`config.mk`:
```
export PLATFORM = sky130hd
export DESIGN_NAME = virtio_mmio_top
export DESIGN_NICKNAME = d
export VERILOG_FILES = /design/src/hw/virtio_pkg.sv /design/src/hw/virtio_axi_slave.sv /design/src/hw/virtio_status_fsm.sv /design/src/hw/virtio_regfile.sv /design/src/hw/virtio_mmio_top.sv
export VERILOG_INCLUDE_DIRS = /design/src /design/src/hw
export SDC_FILE = /design/constraint.sdc
export NUM_CORES = 1
export LEC_CHECK = 0
export ABC_CLOCK_PERIOD_IN_PS = 2000
export BUFFER_PORTS_ARGS = -buffer_cell sky130_fd_sc_hd__buf_2
export CORE_ASPECT_RATIO = 0.9
export CORE_MARGIN = 2
export CORE_UTILIZATION = 35
export DETAILED_ROUTE_END_ITERATION = 10
export REMOVE_ABC_BUFFERS = 1
export SKIP_CTS_REPAIR_TIMING = 1
export SLEW_MARGIN = 10
export SYNTH_ARGS = -nofsm -noshare
export SYNTH_HDL_FRONTEND = slang
export SYNTH_HIERARCHICAL = 1
export SYNTH_SLANG_ARGS = --single-unit
export TNS_END_PERCENT = 100
```
`constraint.sdc`:
```
create_clock -name axi_aclk -period 2 [get_ports axi_aclk]
set_input_delay 0.1 -clock axi_aclk [delete_from_list [all_inputs] [get_ports axi_aclk]]
set_output_delay 0.1 -clock axi_aclk [all_outputs]
set_load 0.05 [all_outputs]
```
`src/hw/virtio_defines.svh`:
```
`ifndef VIRTIO_DEFINES_SVH
`define VIRTIO_DEFINES_SVH

// register bus widths
`define VIRTIO_DATA_W 32
`define VIRTIO_ADDR_W 12

// --------------------------------------------------
// virtio-mmio register map
// --------------------------------------------------
`define REG_MAGIC         12'h000
`define REG_VERSION       12'h004
`define REG_DEVICE_ID     12'h008
`define REG_VENDOR_ID     12'h00c
`define REG_DEV_FEAT      12'h010
`define REG_DEV_FEAT_SEL  12'h014
`define REG_DRV_FEAT      12'h020
`define REG_DRV_FEAT_SEL  12'h024
`define REG_QUEUE_NUM_MAX 12'h034
`define REG_QUEUE_READY   12'h044
`define REG_QUEUE_NOTIFY  12'h050
`define REG_INT_STATUS    12'h060
`define REG_INT_ACK       12'h064
`define REG_STATUS        12'h070
`define REG_DESC_LO       12'h080
`define REG_DESC_HI       12'h084
`define REG_AVAIL_LO      12'h090
`define REG_AVAIL_HI      12'h094
`define REG_USED_LO       12'h0a0
`define REG_USED_HI       12'h0a4
`define REG_CONFIG_GEN    12'h0fc
`define REG_CAPACITY_LO   12'h100
`define REG_CAPACITY_HI   12'h104

// identity of the block device
`define MAGIC_VALUE      32'h7472_6976
`define VERSION          32'd2
`define DEVICE_ID        32'd2
`define VENDOR_ID        32'hff00_1af4
`define QUEUE_NUM_MAX    32'd16
// capacity in 512 byte sectors
`define CAPACITY_SECTORS 64'd4

// VERSION_1 (32) and ACCESS_PLATFORM (33)
`define DEVICE_FEATURES  64'h0000_0003_0000_0000

// device status bits
`define STATUS_ACK         0
`define STATUS_DRIVER      1
`define STATUS_DRIVER_OK   2
`define STATUS_FEATURES_OK 3

`endif

```
`src/hw/virtio_pkg.sv`:
```
`include "virtio_defines.svh"

package virtio_pkg;

	// --------------------------------------------------
	// scalar types
	// --------------------------------------------------
	typedef logic [`VIRTIO_ADDR_W-1:0] reg_addr_t;
	typedef logic [`VIRTIO_DATA_W-1:0] reg_data_t;

	// guest physical address of a ring
	typedef logic [63:0] guest_addr_t;

	// driver initialization sequence
	typedef enum logic [1:0]
	{
		INIT_RESET    = 2'd0,
		INIT_FEATURES = 2'd1,
		INIT_DRIVER   = 2'd2,
		INIT_READY    = 2'd3
	} init_state_t;

	// --------------------------------------------------
	// register access strobes
	// --------------------------------------------------
	typedef struct packed
	{
		logic      en;
		reg_addr_t addr;
		reg_data_t data;
	} reg_wr_t;

	typedef struct packed
	{
		logic      en;
		reg_addr_t addr;
	} reg_rd_t;

	// configuration of the single virtqueue
	typedef struct packed
	{
		logic        ready;
		guest_addr_t desc;
		guest_addr_t avail;
		guest_addr_t used;
	} vq_cfg_t;

endpackage

```
`src/hw/virtio_axi_slave.sv`:
```
module virtio_axi_slave
(
	input  logic                 axi_aclk,
	input  logic                 axi_aresetn,

	// write address and data
	input  virtio_pkg::reg_addr_t awaddr,
	input  logic                 awvalid,
	output logic                 awready,
	input  virtio_pkg::reg_data_t wdata,
	input  logic [3:0]           wstrb,
	input  logic                 wvalid,
	output logic                 wready,

	// write response
	output logic [1:0]           bresp,
	output logic                 bvalid,
	input  logic                 bready,

	// read address and data
	input  virtio_pkg::reg_addr_t araddr,
	input  logic                 arvalid,
	output logic                 arready,
	output virtio_pkg::reg_data_t rdata,
	output logic [1:0]           rresp,
	output logic                 rvalid,
	input  logic                 rready,

	// register side
	output virtio_pkg::reg_wr_t   reg_wr,
	output virtio_pkg::reg_rd_t   reg_rd,
	input  virtio_pkg::reg_data_t rd_data
);

	logic wr_busy;
	logic rd_busy;
	logic wr_start;
	logic rd_start;
	logic wr_fire;
	logic rd_fire;

	// --------------------------------------------------
	// arbitration
	// --------------------------------------------------
	// a transfer is busy from its ready pulse until the response is taken
	assign wr_busy = awready || bvalid;
	assign rd_busy = arready || rvalid;

	assign wr_start = awvalid && wvalid && !wr_busy && !rd_busy;
	// write wins when both arrive together
	assign rd_start = arvalid && !rd_busy && !wr_busy && !wr_start;

	assign wr_fire = awready && awvalid && wvalid;
	assign rd_fire = arready && arvalid;

	// --------------------------------------------------
	// write channel
	// --------------------------------------------------
	always_ff @(posedge axi_aclk)
	begin
		if (!axi_aresetn)
		begin
			awready <= 1'b0;
			wready  <= 1'b0;
		end
		else
		begin
			// address and data are taken together, one cycle only
			awready <= wr_start;
			wready  <= wr_start;
		end
	end

	always_ff @(posedge axi_aclk)
	begin
		if (!axi_aresetn)
			bvalid <= 1'b0;
		else if (wr_fire)
			bvalid <= 1'b1;
		else if (bready)
			bvalid <= 1'b0;
	end

	// all registers are full word, wstrb has no effect
	always_comb
	begin
		reg_wr.en   = wr_fire;
		reg_wr.addr = awaddr;
		reg_wr.data = wdata;
	end

	// --------------------------------------------------
	// read channel
	// --------------------------------------------------
	always_ff @(posedge axi_aclk)
	begin
		if (!axi_aresetn)
			arready <= 1'b0;
		else
			arready <= rd_start;
	end

	always_ff @(posedge axi_aclk)
	begin
		if (!axi_aresetn)
			rvalid <= 1'b0;
		else if (rd_fire)
			rvalid <= 1'b1;
		else if (rready)
			rvalid <= 1'b0;
	end

	// capture the mux output in the address cycle
	always_ff @(posedge axi_aclk)
	begin
		if (rd_fire)
			rdata <= rd_data;
	end

	always_comb
	begin
		reg_rd.en   = rd_fire;
		reg_rd.addr = araddr;
	end

	// OKAY on every response
	assign bresp = 2'b00;
	assign rresp = 2'b00;

	// response stays up until the host takes it
	a_bvalid_hold: assert property (@(posedge axi_aclk) disable iff (!axi_aresetn)
		bvalid && !bready |=> bvalid);

	// no new write accepted while a response waits
	a_no_aw_under_b: assert property (@(posedge axi_aclk) disable iff (!axi_aresetn)
		bvalid |-> !$rose(awready));

endmodule

```
`src/hw/virtio_status_fsm.sv`:
```
`include "virtio_defines.svh"

module virtio_status_fsm
(
	input  logic                     axi_aclk,
	input  logic                     axi_aresetn,
	input  virtio_pkg::reg_wr_t       reg_wr,
	output virtio_pkg::reg_data_t     device_status,
	output virtio_pkg::init_state_t   init_state
);

	import virtio_pkg::*;

	logic status_wr;
	logic status_clr;

	assign status_wr  = reg_wr.en && (reg_wr.addr == `REG_STATUS);
	// writing zero restarts the driver handshake
	assign status_clr = status_wr && (reg_wr.data == '0);

	// --------------------------------------------------
	// status register
	// --------------------------------------------------
	always_ff @(posedge axi_aclk)
	begin
		if (!axi_aresetn)
			device_status <= '0;
		else if (status_clr)
			device_status <= reg_data_t'(1) << `STATUS_ACK;
		else if (status_wr)
		begin
			// each bit only counts in the step it belongs to
			if (init_state == INIT_RESET && reg_wr.data[`STATUS_DRIVER])
				device_status[`STATUS_DRIVER] <= 1'b1;
			else if (init_state == INIT_FEATURES && reg_wr.data[`STATUS_FEATURES_OK])
				device_status[`STATUS_FEATURES_OK] <= 1'b1;
			else if (init_state == INIT_DRIVER && reg_wr.data[`STATUS_DRIVER_OK])
				device_status[`STATUS_DRIVER_OK] <= 1'b1;
		end
	end

	// --------------------------------------------------
	// init sequence, follows the status one edge later
	// --------------------------------------------------
	always_ff @(posedge axi_aclk)
	begin
		if (!axi_aresetn)
			init_state <= INIT_RESET;
		else if (status_clr)
			init_state <= INIT_RESET;
		else
		begin
			case (init_state)
				INIT_RESET:
					if (device_status[`STATUS_DRIVER])
						init_state <= INIT_FEATURES;
				INIT_FEATURES:
					if (device_status[`STATUS_FEATURES_OK])
						init_state <= INIT_DRIVER;
				INIT_DRIVER:
					if (device_status[`STATUS_DRIVER_OK])
						init_state <= INIT_READY;
				INIT_READY:
					init_state <= INIT_READY;
			endcase
		end
	end

	a_ready_has_driver_ok: assert property (@(posedge axi_aclk) disable iff (!axi_aresetn)
		init_state == INIT_READY |-> device_status[`STATUS_DRIVER_OK]);

endmodule

```
`src/hw/virtio_regfile.sv`:
```
`include "virtio_defines.svh"

module virtio_regfile
(
	input  logic                   axi_aclk,
	input  logic                   axi_aresetn,
	input  virtio_pkg::reg_wr_t     reg_wr,
	input  virtio_pkg::reg_rd_t     reg_rd,
	output virtio_pkg::reg_data_t   rd_data,
	input  virtio_pkg::reg_data_t   device_status,
	input  virtio_pkg::init_state_t init_state,
	output virtio_pkg::vq_cfg_t     vq_cfg,
	output logic                   interrupt,
	output logic                   queue_notify
);

	import virtio_pkg::*;

	localparam logic [63:0] dev_features = `DEVICE_FEATURES;
	localparam logic [63:0] capacity     = `CAPACITY_SECTORS;

	reg_data_t   dev_feat_sel;
	reg_data_t   drv_feat_sel;
	logic [63:0] drv_features;
	vq_cfg_t     vq_q;
	logic        int_status;
	logic        int_d;

	// --------------------------------------------------
	// register writes
	// --------------------------------------------------
	always_ff @(posedge axi_aclk)
	begin
		if (!axi_aresetn)
		begin
			dev_feat_sel <= '0;
			drv_feat_sel <= '0;
			drv_features <= '0;
			vq_q         <= '0;
			int_status   <= 1'b0;
		end
		else if (reg_wr.en)
		begin
			case (reg_wr.addr)
				`REG_DEV_FEAT_SEL: dev_feat_sel <= reg_wr.data;
				`REG_DRV_FEAT_SEL: drv_feat_sel <= reg_wr.data;
				`REG_DRV_FEAT:
				begin
					// only taken while features are negotiated
					if (init_state == INIT_FEATURES)
					begin
						if (drv_feat_sel == '0)
							drv_features[31:0] <= reg_wr.data;
						else
							drv_features[63:32] <= reg_wr.data;
					end
				end
				`REG_QUEUE_READY:  vq_q.ready        <= reg_wr.data[0];
				`REG_DESC_LO:      vq_q.desc[31:0]   <= reg_wr.data;
				`REG_DESC_HI:      vq_q.desc[63:32]  <= reg_wr.data;
				`REG_AVAIL_LO:     vq_q.avail[31:0]  <= reg_wr.data;
				`REG_AVAIL_HI:     vq_q.avail[63:32] <= reg_wr.data;
				`REG_USED_LO:      vq_q.used[31:0]   <= reg_wr.data;
				`REG_USED_HI:      vq_q.used[63:32]  <= reg_wr.data;
				// notify raises the used buffer interrupt, ack clears it
				`REG_QUEUE_NOTIFY: int_status <= 1'b1;
				`REG_INT_ACK:      int_status <= int_status & ~reg_wr.data[0];
				default: ;
			endcase
		end
	end

	assign vq_cfg    = vq_q;
	assign interrupt = int_status;

	// --------------------------------------------------
	// notify pulse on the rising edge of the interrupt bit
	// --------------------------------------------------
	always_ff @(posedge axi_aclk)
	begin
		if (!axi_aresetn)
		begin
			int_d        <= 1'b0;
			queue_notify <= 1'b0;
		end
		else
		begin
			int_d        <= int_status;
			queue_notify <= int_status && !int_d;
		end
	end

	// --------------------------------------------------
	// read mux
	// --------------------------------------------------
	always_comb
	begin
		rd_data = '0;
		if (reg_rd.en)
		begin
			case (reg_rd.addr)
				`REG_MAGIC:         rd_data = `MAGIC_VALUE;
				`REG_VERSION:       rd_data = `VERSION;
				`REG_DEVICE_ID:     rd_data = `DEVICE_ID;
				`REG_VENDOR_ID:     rd_data = `VENDOR_ID;
				`REG_DEV_FEAT:
					rd_data = (dev_feat_sel == '0) ? dev_features[31:0] : dev_features[63:32];
				`REG_DRV_FEAT:
					rd_data = (drv_feat_sel == '0) ? drv_features[31:0] : drv_features[63:32];
				`REG_QUEUE_NUM_MAX: rd_data = `QUEUE_NUM_MAX;
				`REG_QUEUE_READY:   rd_data = reg_data_t'(vq_q.ready);
				`REG_INT_STATUS:    rd_data = reg_data_t'(int_status);
				`REG_STATUS:        rd_data = device_status;
				// config space never changes
				`REG_CONFIG_GEN:    rd_data = '0;
				`REG_CAPACITY_LO:   rd_data = capacity[31:0];
				`REG_CAPACITY_HI:   rd_data = capacity[63:32];
				default:            rd_data = '0;
			endcase
		end
	end

	a_notify_single: assert property (@(posedge axi_aclk) disable iff (!axi_aresetn)
		queue_notify |=> !queue_notify);

endmodule

```
`src/hw/virtio_mmio_top.sv`:
```
module virtio_mmio_top
(
	input  logic                   axi_aclk,
	input  logic                   axi_aresetn,

	input  virtio_pkg::reg_addr_t   awaddr,
	input  logic                   awvalid,
	output logic                   awready,
	input  virtio_pkg::reg_data_t   wdata,
	input  logic [3:0]             wstrb,
	input  logic                   wvalid,
	output logic                   wready,
	output logic [1:0]             bresp,
	output logic                   bvalid,
	input  logic                   bready,
	input  virtio_pkg::reg_addr_t   araddr,
	input  logic                   arvalid,
	output logic                   arready,
	output virtio_pkg::reg_data_t   rdata,
	output logic [1:0]             rresp,
	output logic                   rvalid,
	input  logic                   rready,

	// towards the block processor
	output virtio_pkg::vq_cfg_t     vq_cfg,
	output logic                   interrupt,
	output logic                   queue_notify
);

	import virtio_pkg::*;

	reg_wr_t     reg_wr;
	reg_rd_t     reg_rd;
	reg_data_t   rd_data;
	reg_data_t   device_status;
	init_state_t init_state;

	// --------------------------------------------------
	// bus front end
	// --------------------------------------------------
	virtio_axi_slave u_axi_slave
	(
		.axi_aclk    (axi_aclk),
		.axi_aresetn (axi_aresetn),
		.awaddr      (awaddr),
		.awvalid     (awvalid),
		.awready     (awready),
		.wdata       (wdata),
		.wstrb       (wstrb),
		.wvalid      (wvalid),
		.wready      (wready),
		.bresp       (bresp),
		.bvalid      (bvalid),
		.bready      (bready),
		.araddr      (araddr),
		.arvalid     (arvalid),
		.arready     (arready),
		.rdata       (rdata),
		.rresp       (rresp),
		.rvalid      (rvalid),
		.rready      (rready),
		.reg_wr      (reg_wr),
		.reg_rd      (reg_rd),
		.rd_data     (rd_data)
	);

	virtio_status_fsm u_status_fsm
	(
		.axi_aclk      (axi_aclk),
		.axi_aresetn   (axi_aresetn),
		.reg_wr        (reg_wr),
		.device_status (device_status),
		.init_state    (init_state)
	);

	virtio_regfile u_regfile
	(
		.axi_aclk      (axi_aclk),
		.axi_aresetn   (axi_aresetn),
		.reg_wr        (reg_wr),
		.reg_rd        (reg_rd),
		.rd_data       (rd_data),
		.device_status (device_status),
		.init_state    (init_state),
		.vq_cfg        (vq_cfg),
		.interrupt     (interrupt),
		.queue_notify  (queue_notify)
	);

endmodule

```
==> results of run 1 <==
-- through the flow --
step                worst slack, ns  instance area [µm²]
floorplan                     -1.46                14900
global placement             -0.220                18400
detailed placement           -0.196                18400
CTS                          -0.238                19700
global route                 -0.114                20800
finish                      -0.0377                20800
-- Yosys cell counts, types with 2 or more instances --
cell	number	area (µm²)
o21a_1	3	22.5
nand3b_1	3	22.5
mux2i_1	66	661
inv_1	8	30.0
buf_6	8	90.1
nor3_2	2	20.0
clkbuf_1	75	282
and3_1	34	213
a2bb2oi_1	2	17.5
nor3_1	3	15.0
conb_1	2	7.51
dfxtp_1	334	6690
or4_4	3	33.8
and4_1	5	43.8
a21boi_0	240	1800
or2_2	8	50.1
a211oi_1	31	233
o21ai_1	11	55.1
a32oi_1	3	26.3
nor2_1	13	48.8
or3_1	3	18.8
nor4_1	29	181
buf_2	75	375
a21o_1	3	22.5
nor4b_2	2	30.0
nand2b_1	3	18.8
nor4_4	4	85.1
buf_4	91	683
nor4_2	3	37.5
edfxtp_1	32	961
a21boi_1	48	360
a21oi_1	24	120
nor2b_1	71	444
a211oi_2	2	25.0
and2_1	3	18.8
o211ai_1	2	15.0
nand4_1	7	43.8
o21ai_0	26	130
nand2_1	536	2010
and4b_1	2	20.0
-- flip-flops by register name, summed over array words and instances, names as in the netlist --
register                    count
u_axi_slave/arready             1
u_axi_slave/bvalid              1
u_axi_slave/rdata              32
u_axi_slave/rvalid              1
u_axi_slave/wready              1
u_regfile/dev_feat_sel         32
u_regfile/drv_feat_sel         32
u_regfile/drv_features         64
u_regfile/int_d                 1
u_regfile/interrupt             1
u_regfile/queue_notify          1
u_regfile/vq_cfg              193
u_status_fsm/device_status      4
u_status_fsm/init_state         2
-- critical path: stages, from the launching register on --
cell and delay, ns:
dfxtp_2 0.32, and3_4 0.20, nor2b_4 0.14, buf_6 0.11, nand4_1 0.15, buf_4 0.19, or3_4 0.45, clkbuf_16 0.23
nand2_2 0.07, a21boi_1 0.06
-- cell families (layout without fill, tap and decap cells) --
kind of cell / Yosys count / after routing / synth area share, %
simple gates: 746 / 746 / 21.6
compound gates: 405 / 405 / 17.9
flops: 366 / 366 / 47.1
buf+inv: 257 / 522 / 9.00
mux: 68 / 68 / 4.21
other cells: 2 / 32 / 0.0463
xor+xnor: 2 / 2 / 0.108
-- layout make-up --
cell class | instances | area share [%]
multi-input cells | 1253 | 37.6
flip-flops and latches | 366 | 36.7
repair buffers | 438 | 15.4
clock buffers | 65 | 5.97
well taps | 608 | 3.65
clock inverters | 11 | 0.511
inverters | 8 | 0.144
-- metal layers --
layer | global-route usage [%] | vias to the layer above | part of all wire, %
met4 | 5.47 | 2 | 1.9
li1 | - | 6592 | -
met2 | 32.2 | 415 | 45
met1 | 28.3 | 6565 | 45
met5 | 0 | - | 0.024
met3 | 5.02 | 74 | 7.3
-- power by group through the flow --
| stage | Sequential, mW | Clock [mW] | Combinational (mW) |
|---|---|---|---|
| after CTS | 7.40 | 7.75 | 0.709 |
| after detailed placement | 7.56 | 0 | 0.707 |
| after global routing | 7.39 | 7.98 | 0.788 |
| after global placement | 7.56 | 0 | 0.703 |
| final | 7.40 | 7.51 | 0.745 |
| after floorplan | 7.58 | 0 | 0.185 |
-- worst min path at each step --
stage,startpoint,to,slack [ns]
after global routing,wdata[27],u_regfile/vq_cfg[155],0.0007
after CTS,arvalid,u_axi_slave/arready,-0.24
final,wdata[2],u_regfile/vq_cfg[130],-0.009
after global placement,arvalid,u_axi_slave/arready,0.35
after detailed placement,arvalid,u_axi_slave/arready,0.35
after floorplan,axi_aresetn,u_status_fsm/init_state[1],0.22
==> results.md, run 1 <==
* Most common cell after layout, fill and taps aside: nand2_1
* Layout cells sized above 1 at 29.9%
* Die area at 48100 µm²
* Vias at 13600
* Num ports at 303
* Peak supply drop at 0.512 mV
* Starting Density at 35.6%
* Max H-tree Level at 2
* Clock power frac at 48.0%
* Outcome: finished with violations
* Initial antenna violation count at 1
* Yosys warning count at 6
* WHS Path Cells at 4
* Max_cap viols at 0
* Power density cells at 752 nW/µm²
* Setup Skew at 0.0262 ns
* Worst setup path end: u_regfile/vq_cfg[142]
* CTS sink count at 366
* Logic gate share of total power at 4.8%
* GP Congestion at 0.778
* Clk root buf: clkbuf_16
* Fin cells at 2749
* Flop pwr share at 47.2%
* Max Clk Rate at 0.491 GHz
* Least-Margin Pin Slew at 0.607 ns
* Layout-stage area growth over the synthesis result at 28.3%
* Layout Nets at 2176
* Final setup vio count at 25
* Reg2reg start: u_axi_slave/wready
* Final design utilization at 45.7%
* Most frequent cells in the layout: nand2_1, dfxtp_1, buf_2
* FILL cells at 4442
* FF-to-FF End: u_regfile/vq_cfg[142]
* Min-delay worst type: in2reg
* Leakage at 7.87 nW
* Pwr Total at 15.7 mW
* Fin Hold WS at -0.00949 ns
* Placed Cells incl. Taps at 2640
* Synth cell types at 66
* Post-synth EDFFs at 32
* Global-route wire length before repair at 76400 µm
* Worst-path clk slew at 0.06 ns
* Seq/Total Area, Yosys at 47.1%
* Int Pwr at 12.1 mW
* Clk Latency, worst-skew pair at 0.57 ns
* CP Capture Type: flip-flop
* Vias per cell at 4.96
* Worst Setup SP: u_axi_slave/wready
* Area of the multi-input gates at 7830 µm²
* Row cnt at 74
* CP required at 2.46 ns
* Chip Height at 208 µm
* Register area at 7650 µm²
* Predominant post-synthesis flop cell: dfxtp_1
* Detail Route Antenna Nets at 0
* Antenna diodes at 0
* Worst R2R Path Depth at 9
* Final period utilization at 102%
* Slew HR at 59.5%
* Mapped Avg Cell Area at 8.79 µm²
* Routed wire length at 54200 µm
* P_sw at 3.58 mW
* Type of origin of the critical path: flip-flop
* Initial DRT Pass Iterations at 5
* Setup TNS at -0.339 ns
* Largest net degree at the start of global routing at 127
* Setup WS post-layout at -0.0377 ns
* Number of global-route vias before repair at 12600
* DRC viols at 0
* DRT iter0 DRCs at 912
* CTS tree: built
* FFs w/ async S/R, synth at 0%
* Hpwl dp at 33700 µm
* Remaining global-route overflow at 0
* Switching part of the total at 22.9%
* Post-synthesis cell count at 1846
* Port Buffers at 294
* Endpoints failing hold at 2
* Reg2reg setup slack at -0.04 ns
* Failing checks: hold timing, setup timing
* Final count of pins violating max slew at 0
* RSZ-0062 raised after global routing: true
* Total track usage at 20.6%
* Avg WL per Cell at 19.7 µm
* Die W at 231 µm
* Setup CP Type: reg2reg
* Max FO, Critical Path at 8
* Worst EP arrival at 2.50 ns
* CTS Buffer Depth at 3
* Synth Cell Area at 16200 µm²
* Yosys reg bits at 366
* Core box area at 45600 µm²
* Total CTS buffers at 42
* Tmin final at 2.04 ns
(Power assumes the default switching activity.)
==> inputs of run 2 (changes only) <==
- ABC_AREA: default -> 1
- CAP_MARGIN: default -> 30
- SYNTH_HIERARCHICAL: 1 -> default
==> run 2 against run 1 <==
Effect of this change: the flow finishes with violations (hold timing); global-route usage up 0.16 points; setup slack better by 0.17 ns; final cell count up 2.3%; core utilization down 1.4 points; non-clock buffer count down 56; area after synthesis down 8.9%; via count up 0.13%; clock power up 0.5%; design area down 11%; combinational power down 5.8%; critical path type unchanged; highest routed layer is now met4.
==> results.md, run 2 <==
* Placed Cells incl. Taps at 2714 (+2.8%)
* Failing checks: hold timing
* Max H-tree Level at 2 (unchanged)
* Post-synth EDFFs at 32 (unchanged)
* Core box area at 41800 µm² (-8.3%)
* Least-Margin Pin Slew at 0.889 ns (+0.282 ns)
* Starting Density at 35.4% (-0.23 points)
* Clk root buf: clkbuf_16
* P_sw at 3.50 mW (-2.4%)
* Worst Setup SP: u_regfile.drv_feat_sel[23]
* Die area at 43900 µm² (-8.8%)
* Row cnt at 71 (-4.1%)
* Setup WS post-layout at 0.136 ns (+0.173 ns)
* Yosys top cell area share at 45.3% (+4.0 points)
* Die W at 221 µm (-4.5%)
* Fin Hold WS at -0.0261 ns (-0.0167 ns)
* Register area at 7650 µm² (about the same)
* Synth area leaders: dfxtp_1, nor2_1, o21ai_0
* Initial DRT Pass Iterations at 5 (unchanged)
* Int Pwr at 12.2 mW (+0.71%)
* Most frequent cells in the layout: nor2_1, dfxtp_1, buf_2
* Global-route wire length before repair at 70700 µm (-7.4%)
* DRC viols at 0 (unchanged)
* CP Capture Type: flip-flop
* Layout cells sized above 1 at 19.5% (-10 points)
* DRT iter0 DRCs at 883 (-3.2%)
* Synth cell types at 31 (-53%)
* Post-placement setup slack at 0.0905 ns (+0.287 ns)
* Max FFs per register at 193 (unchanged)
* CP required at 2.49 ns (+0.03 ns)
* Max FO, Critical Path at 32 (+24)
* Antenna diodes at 0 (unchanged)
* Synth Cell Area at 14800 µm² (-8.9%)
* CTS sink count at 366 (unchanged)
* Power density cells at 845 nW/µm² (+12%)
* Flop pwr share at 47.3% (about the same)
* Yosys reg bits at 366 (unchanged)
* Reg2reg start: u_regfile.drv_feat_sel[23]
* Port Buffers at 294 (unchanged)
* Peak supply drop at 0.576 mV (+13%)
* Hpwl dp at 31100 µm (-7.7%)
* Clock power frac at 48.2% (+0.2 points)
* Outcome: finished with violations
* Min-delay worst type: in2reg
* Layout Nets at 2306 (+6.0%)
* Vias per cell at 4.86 (-2.1%)
* GP Congestion at 0.822 (+5.6%)
* Max Clk Rate at 0.536 GHz (+9.3%)
* RSZ-0062 raised after global routing: true
* Pwr Total at 15.7 mW (about the same)
* Routed wire length at 46500 µm (-14%)
* Vias at 13700 (+0.13%)
* Detail Route Antenna Nets at 0 (unchanged)
* Total CTS buffers at 40 (-4.8%)
* Slew HR at 40.6% (-19 points)
* Avg WL per Cell at 16.5 µm (-16%)
* Hold Path Origin: wdata[29]
* Type of origin of the critical path: flip-flop
* Max_cap viols at 0 (unchanged)
* Final setup vio count at 0 (-100%)
* Switching part of the total at 22.3% (-0.56 points)
* Worst EP arrival at 2.35 ns (-0.15 ns)
* Final count of pins violating max slew at 0 (unchanged)
* Layout-stage area growth over the synthesis result at 25.4%
* Setup CP Type: reg2reg
* Final period utilization at 93.2% (-8.7 points)
* Worst-path clk slew at 0.06 ns (about the same)
* Mapped Avg Cell Area at 7.58 µm² (-14%)
* Number of global-route vias before repair at 12600 (-0.51%)
* CTS tree: built
* Synth top cells by count: nor2_1, dfxtp_1, o21ai_0
* FILL cells at 4224 (-4.9%)
* Remaining global-route overflow at 0 (unchanged)
* Area of the multi-input gates at 5840 µm² (-25%)
* Clk Latency, worst-skew pair at 0.56 ns (about the same)
* Post-synthesis cell count at 1949 (+5.6%)
* Initial antenna violation count at 0 (-1)
* Endpoints failing hold at 8 (+6)
* Chip Height at 199 µm (-4.5%)
* Largest net degree at the start of global routing at 93 (-27%)
* Yosys top cell by area: dfxtp_1
* FFs w/ async S/R, synth at 0% (unchanged)
* Most common cell after layout, fill and taps aside: nor2_1
* Seq/Total Area, Yosys at 51.8% (+4.6 points)
* Setup Skew at 0.0167 ns (-0.00954 ns)
* Yosys warning count at 0 (-6)
* Tmin final at 1.86 ns (-0.173 ns)
* Logic gate share of total power at 4.5% (-0.3 points)
* Most common cell in the netlist: nor2_1
* Setup TNS at 0 ns (+0.339 ns)
* Fin cells at 2813 (+2.3%)
* Predominant post-synthesis flop cell: dfxtp_1
* CTS Buffer Depth at 3 (unchanged)
* Total track usage at 20.7% (+0.16 points)
* Num ports at 303 (unchanged)
* Leakage at 8.12 nW (+3.1%)
[run 2: cell count changes after synthesis, moves of 34 or more]
cell / previous run / this run
nor2_1: 13 / 439
inv_1: 8 / 148
mux2i_1: 66 / 0
buf_4: 91 / 16
nand2_1: 536 / 198
a21boi_1: 48 / 0
a21oi_1: 24 / 230
buf_2: 75 / 36
a21boi_0: 240 / 0
o21ai_0: 26 / 256
and3_1: 34 / 0
nor2b_1: 71 / 0
nand3_1: 1 / 122
[run 2: worst paths after layout]
check	end	slack, ns	depth (start not counted)
worst max-delay path	u_regfile.drv_features[50]	0.14	9
worst min-delay path	u_regfile.vq_cfg[93]	-0.03	3
worst max register to register	u_regfile.drv_features[50]	0.14	9
worst min register to register	u_regfile.queue_notify	0.40	1
[run 2: routing by layer]
metal  vias up  track usage (%)  part of all wire, %
met5         -                0                    0
met1      6318             27.4                   45
met4         0             6.77                  2.4
met2       397             33.5                   45
li1       6881                -                    -
met3        70             4.63                  7.0
[run 2: power by group through the flow]
stage | Sequential [mW] | Clock, mW | Combinational [mW]
2_1_floorplan | 7.62 | 0 | 0.232
6_report | 7.41 | 7.55 | 0.702
5_1_grt | 7.40 | 8.03 | 0.775
3_5_place_dp | 7.57 | 0 | 0.664
4_1_cts | 7.40 | 7.77 | 0.665
3_3_place_gp | 7.57 | 0 | 0.655
[run 2: cell families after synthesis]
group	synth area share, %
simple gates	22.5
flops	51.8
other cells	0.0254
buf+inv	8.91
compound gates	16.8
[run 2: stage by stage]
step                      area [µm²]  utilization, %
after global routing           18500            44.4
after CTS                      18200            43.6
after floorplan                14100               -
after detailed placement       16900            40.5
after global placement         16900            40.5
final                          18500            44.4
[run 2: area by class of cell]
| class | count | share of cell area (%) |
|---|---|---|
| sequential | 366 | 41.3 |
| multi-input combinational | 1294 | 31.5 |
| tap | 547 | 3.69 |
| clock buffer | 56 | 6.28 |
| clock inverter | 13 | 0.865 |
| timing repair buffer | 382 | 13.2 |
| inverter | 155 | 3.14 |
[run 2: worst max-delay path, cell delays in order (launching register included)]
cell     delay (ns)
dfxtp_1        0.33
nor2_1         0.05
nand2_1        0.07
nor2_1         0.07
nand2_1        0.13
nor2_4         0.06
buf_12         0.15
nor2_4         0.67
nor2_1         0.10
nor2_1         0.14
==> inputs of run 3 (changes only) <==
- ABC_CLOCK_PERIOD_IN_PS: 2000 -> 2150
- CORE_UTILIZATION: 35 -> 58
- PLACE_DENSITY: default -> 0.84
- clock period: 2 -> 2.15 ns (I/O delays scaled with it)
==> run 3 against run 2 <==
Effect of this change: the run still ends with hold timing left; wire length decreased by 10%; critical path depth stayed put; maximum frequency down 5.9%; final cell count fell by 8.7%; setup slack improved by 0.033 ns; non-clock buffer count fell by 36; combinational power decreased by 15%; register-to-register slack gained 0.03 ns; global-route usage is 9.9 points higher; flip-flop and latch count stayed put; via count rose by 1.5%; clock power fell by 12%; largest cell class unchanged; largest power group is now sequential cells.
==> results.md, run 3 (same netlist as run 2, synthesis figures left out) <==
* Detail Route Antenna Nets at 0 (unchanged)
* Row cnt at 55 (-23%)
* Endpoints failing hold at 37 (+29)
* Clk root buf: clkbuf_16
* Hold Path Origin: axi_aresetn
* Slew HR at 42.0% (+1.4 points)
* Max FFs per register at 193 (unchanged)
* Worst R2R Path Depth at 9 (unchanged)
* Max Clk Rate at 0.505 GHz (-5.9%)
* Most frequent cells in the layout: nor2_1, dfxtp_1, buf_2
* Worst EP arrival at 2.42 ns (+0.07 ns)
* Global-route wire length before repair at 65300 µm (-7.7%)
* Fin cells at 2569 (-8.7%)
* Max FO, Critical Path at 21 (-34%)
* Max_cap viols at 0 (unchanged)
* Design area at 17800 µm² (-3.9%)
* Number of global-route vias before repair at 12700 (+0.99%)
* Initial antenna violation count at 1 (+1)
* Clk Latency, worst-skew pair at 0.53 ns (-0.03 ns)
* Type of origin of the critical path: flip-flop
* Fin Hold WS at -0.0271 ns (-0.000925 ns)
* Tmin final at 1.98 ns (+0.117 ns)
* Largest net degree at the start of global routing at 99 (+6.5%)
* Total CTS buffers at 37 (-7.5%)
* CTS tree: built
* CP Capture Type: flip-flop
* Met1 Use GR at 38.8% (+11 points)
* Least-Margin Pin Slew at 0.868 ns (-0.0205 ns)
* Die area at 26800 µm² (-39%)
* Failing checks: hold timing
* Setup TNS at 0 ns (unchanged)
* Reg2reg start: u_axi_slave.awready
* Max H-tree Level at 2 (unchanged)
* FF-to-FF End: u_regfile.vq_cfg[149]
* WHS Path Cells at 3 (unchanged)
* DRC viols at 0 (unchanged)
* CTS Buffer Depth at 3 (unchanged)
* CP required at 2.59 ns (+0.10 ns)
* Hpwl dp at 27200 µm (-12%)
* Vias at 13900 (+1.5%)
* Final count of pins violating max slew at 0 (unchanged)
* Grt peak-use layer: met2
* Setup WS post-layout at 0.168 ns (+0.0327 ns)
* Setup Skew at 0.0205 ns (+0.00385 ns)
* Total track usage at 30.6% (+9.9 points)
* DRT iter0 DRCs at 1183 (+34%)
* Post-placement setup slack at 0.196 ns (+0.105 ns)
* Final period utilization at 92.2% (-1.0 points)
* Routed wire length at 41800 µm (-10%)
* Setup CP Type: reg2reg
* Die W at 172 µm (-22%)
* Initial DRT Pass Iterations at 5 (unchanged)
* Met3 Use GR at 6.21% (+1.6 points)
* CTS sink count at 366 (unchanged)
* Starting Density at 58.8% (+23 points)
* Worst hold endpoint: u_regfile.drv_features[23]
* Leakage at 7.89 nW (-2.8%)
* Port Buffers at 294 (unchanged)
* Avg WL per Cell at 16.3 µm (-1.5%)
* Layout-stage area growth over the synthesis result at 20.4%
* Outcome: finished with violations
* Worst-path clk slew at 0.06 ns (about the same)
* Peak supply drop at 0.717 mV (+24%)
* RSZ-0062 raised after global routing: false
* Most common cell after layout, fill and taps aside: nor2_1
* Num ports at 303 (unchanged)
* Core box area at 25100 µm² (-40%)
* Remaining global-route overflow at 0 (unchanged)
* Min-delay worst type: in2reg
* Layout Nets at 2267 (-1.7%)
* Met2 usage at 51.9% (+18 points)
* Chip Height at 155 µm (-22%)
* Reg2reg setup slack at 0.17 ns (+0.03 ns)
* Placement-stage cell area at 16400 µm² (-2.9%)
* GP Congestion at 0.861 (+4.7%)
* Layout cells sized above 1 at 19.1% (-0.46 points)
* Placed Cells incl. Taps at 2491 (-8.2%)
* Final setup vio count at 0 (unchanged)
* FILL cells at 2002 (-53%)
* Power density cells at 795 nW/µm² (-5.9%)
* Vias per cell at 5.40 (+11%)
-- run 3: per-stage QoR --
| stage | power (mW) | util [%] |
|---|---|---|
| 3_5_place_dp | 7.60 | 65.3 |
| 4_1_cts | 14.2 | 70.4 |
| 2_1_floorplan | 7.31 | - |
| 5_1_grt | 14.5 | 70.8 |
| 6_report | 14.2 | 70.8 |
| 3_3_place_gp | 7.59 | 65.3 |
-- run 3: layer usage --
metal / wire length, µm / up-vias
met5: 0 / -
li1: - / 6800
met3: 3680 / 91
met1: 17100 / 6339
met2: 19900 / 637
met4: 1150 / 0
-- run 3: critical path, cell delays in order, from the launching register on --
cell      delay (ns)
dfxtp_1         0.41
nand3_4         0.18
inv_2           0.14
nand2_2         0.08
nor3_4          0.16
nand2_2         0.26
clkinv_2        0.28
buf_12          0.20
nor2_1          0.05
nor2_1          0.12
-- run 3: cell type report --
type | instances | area, µm² | share of cell area [%]
clock inverter | 10 | 134 | 0.752
inverter | 155 | 583 | 3.28
multi-input combinational | 1294 | 5840 | 32.8
clock buffer | 55 | 1140 | 6.39
timing repair buffer | 346 | 2020 | 11.4
tap | 342 | 428 | 2.40
sequential | 366 | 7650 | 43.0
antenna | 1 | 2.50 | 0.0141
-- run 3: how the worst max path moves through the flow --
stage	slack, ns	depth (start not counted)	from	endpoint
after detailed placement	0.20	9	u_axi_slave.awready	u_regfile.vq_cfg[149]
after floorplan	-1.65	5	u_axi_slave.awready	u_regfile.vq_cfg[0]
after global routing	0.06	9	u_axi_slave.awready	u_regfile.vq_cfg[149]
after global placement	0.25	9	u_axi_slave.awready	u_regfile.vq_cfg[128]
after CTS	0.14	9	u_axi_slave.awready	u_regfile.vq_cfg[149]
final	0.17	9	u_axi_slave.awready	u_regfile.vq_cfg[149]
-- run 3: power breakdown --
part	leakage (nW)	total, mW	internal [mW]	switching [mW]
clock	0.622	6.67	4.03	2.65
combinational	4.27	0.596	0.160	0.435
sequential	2.99	6.89	6.88	0.00520
total	7.89	14.2	11.1	3.09
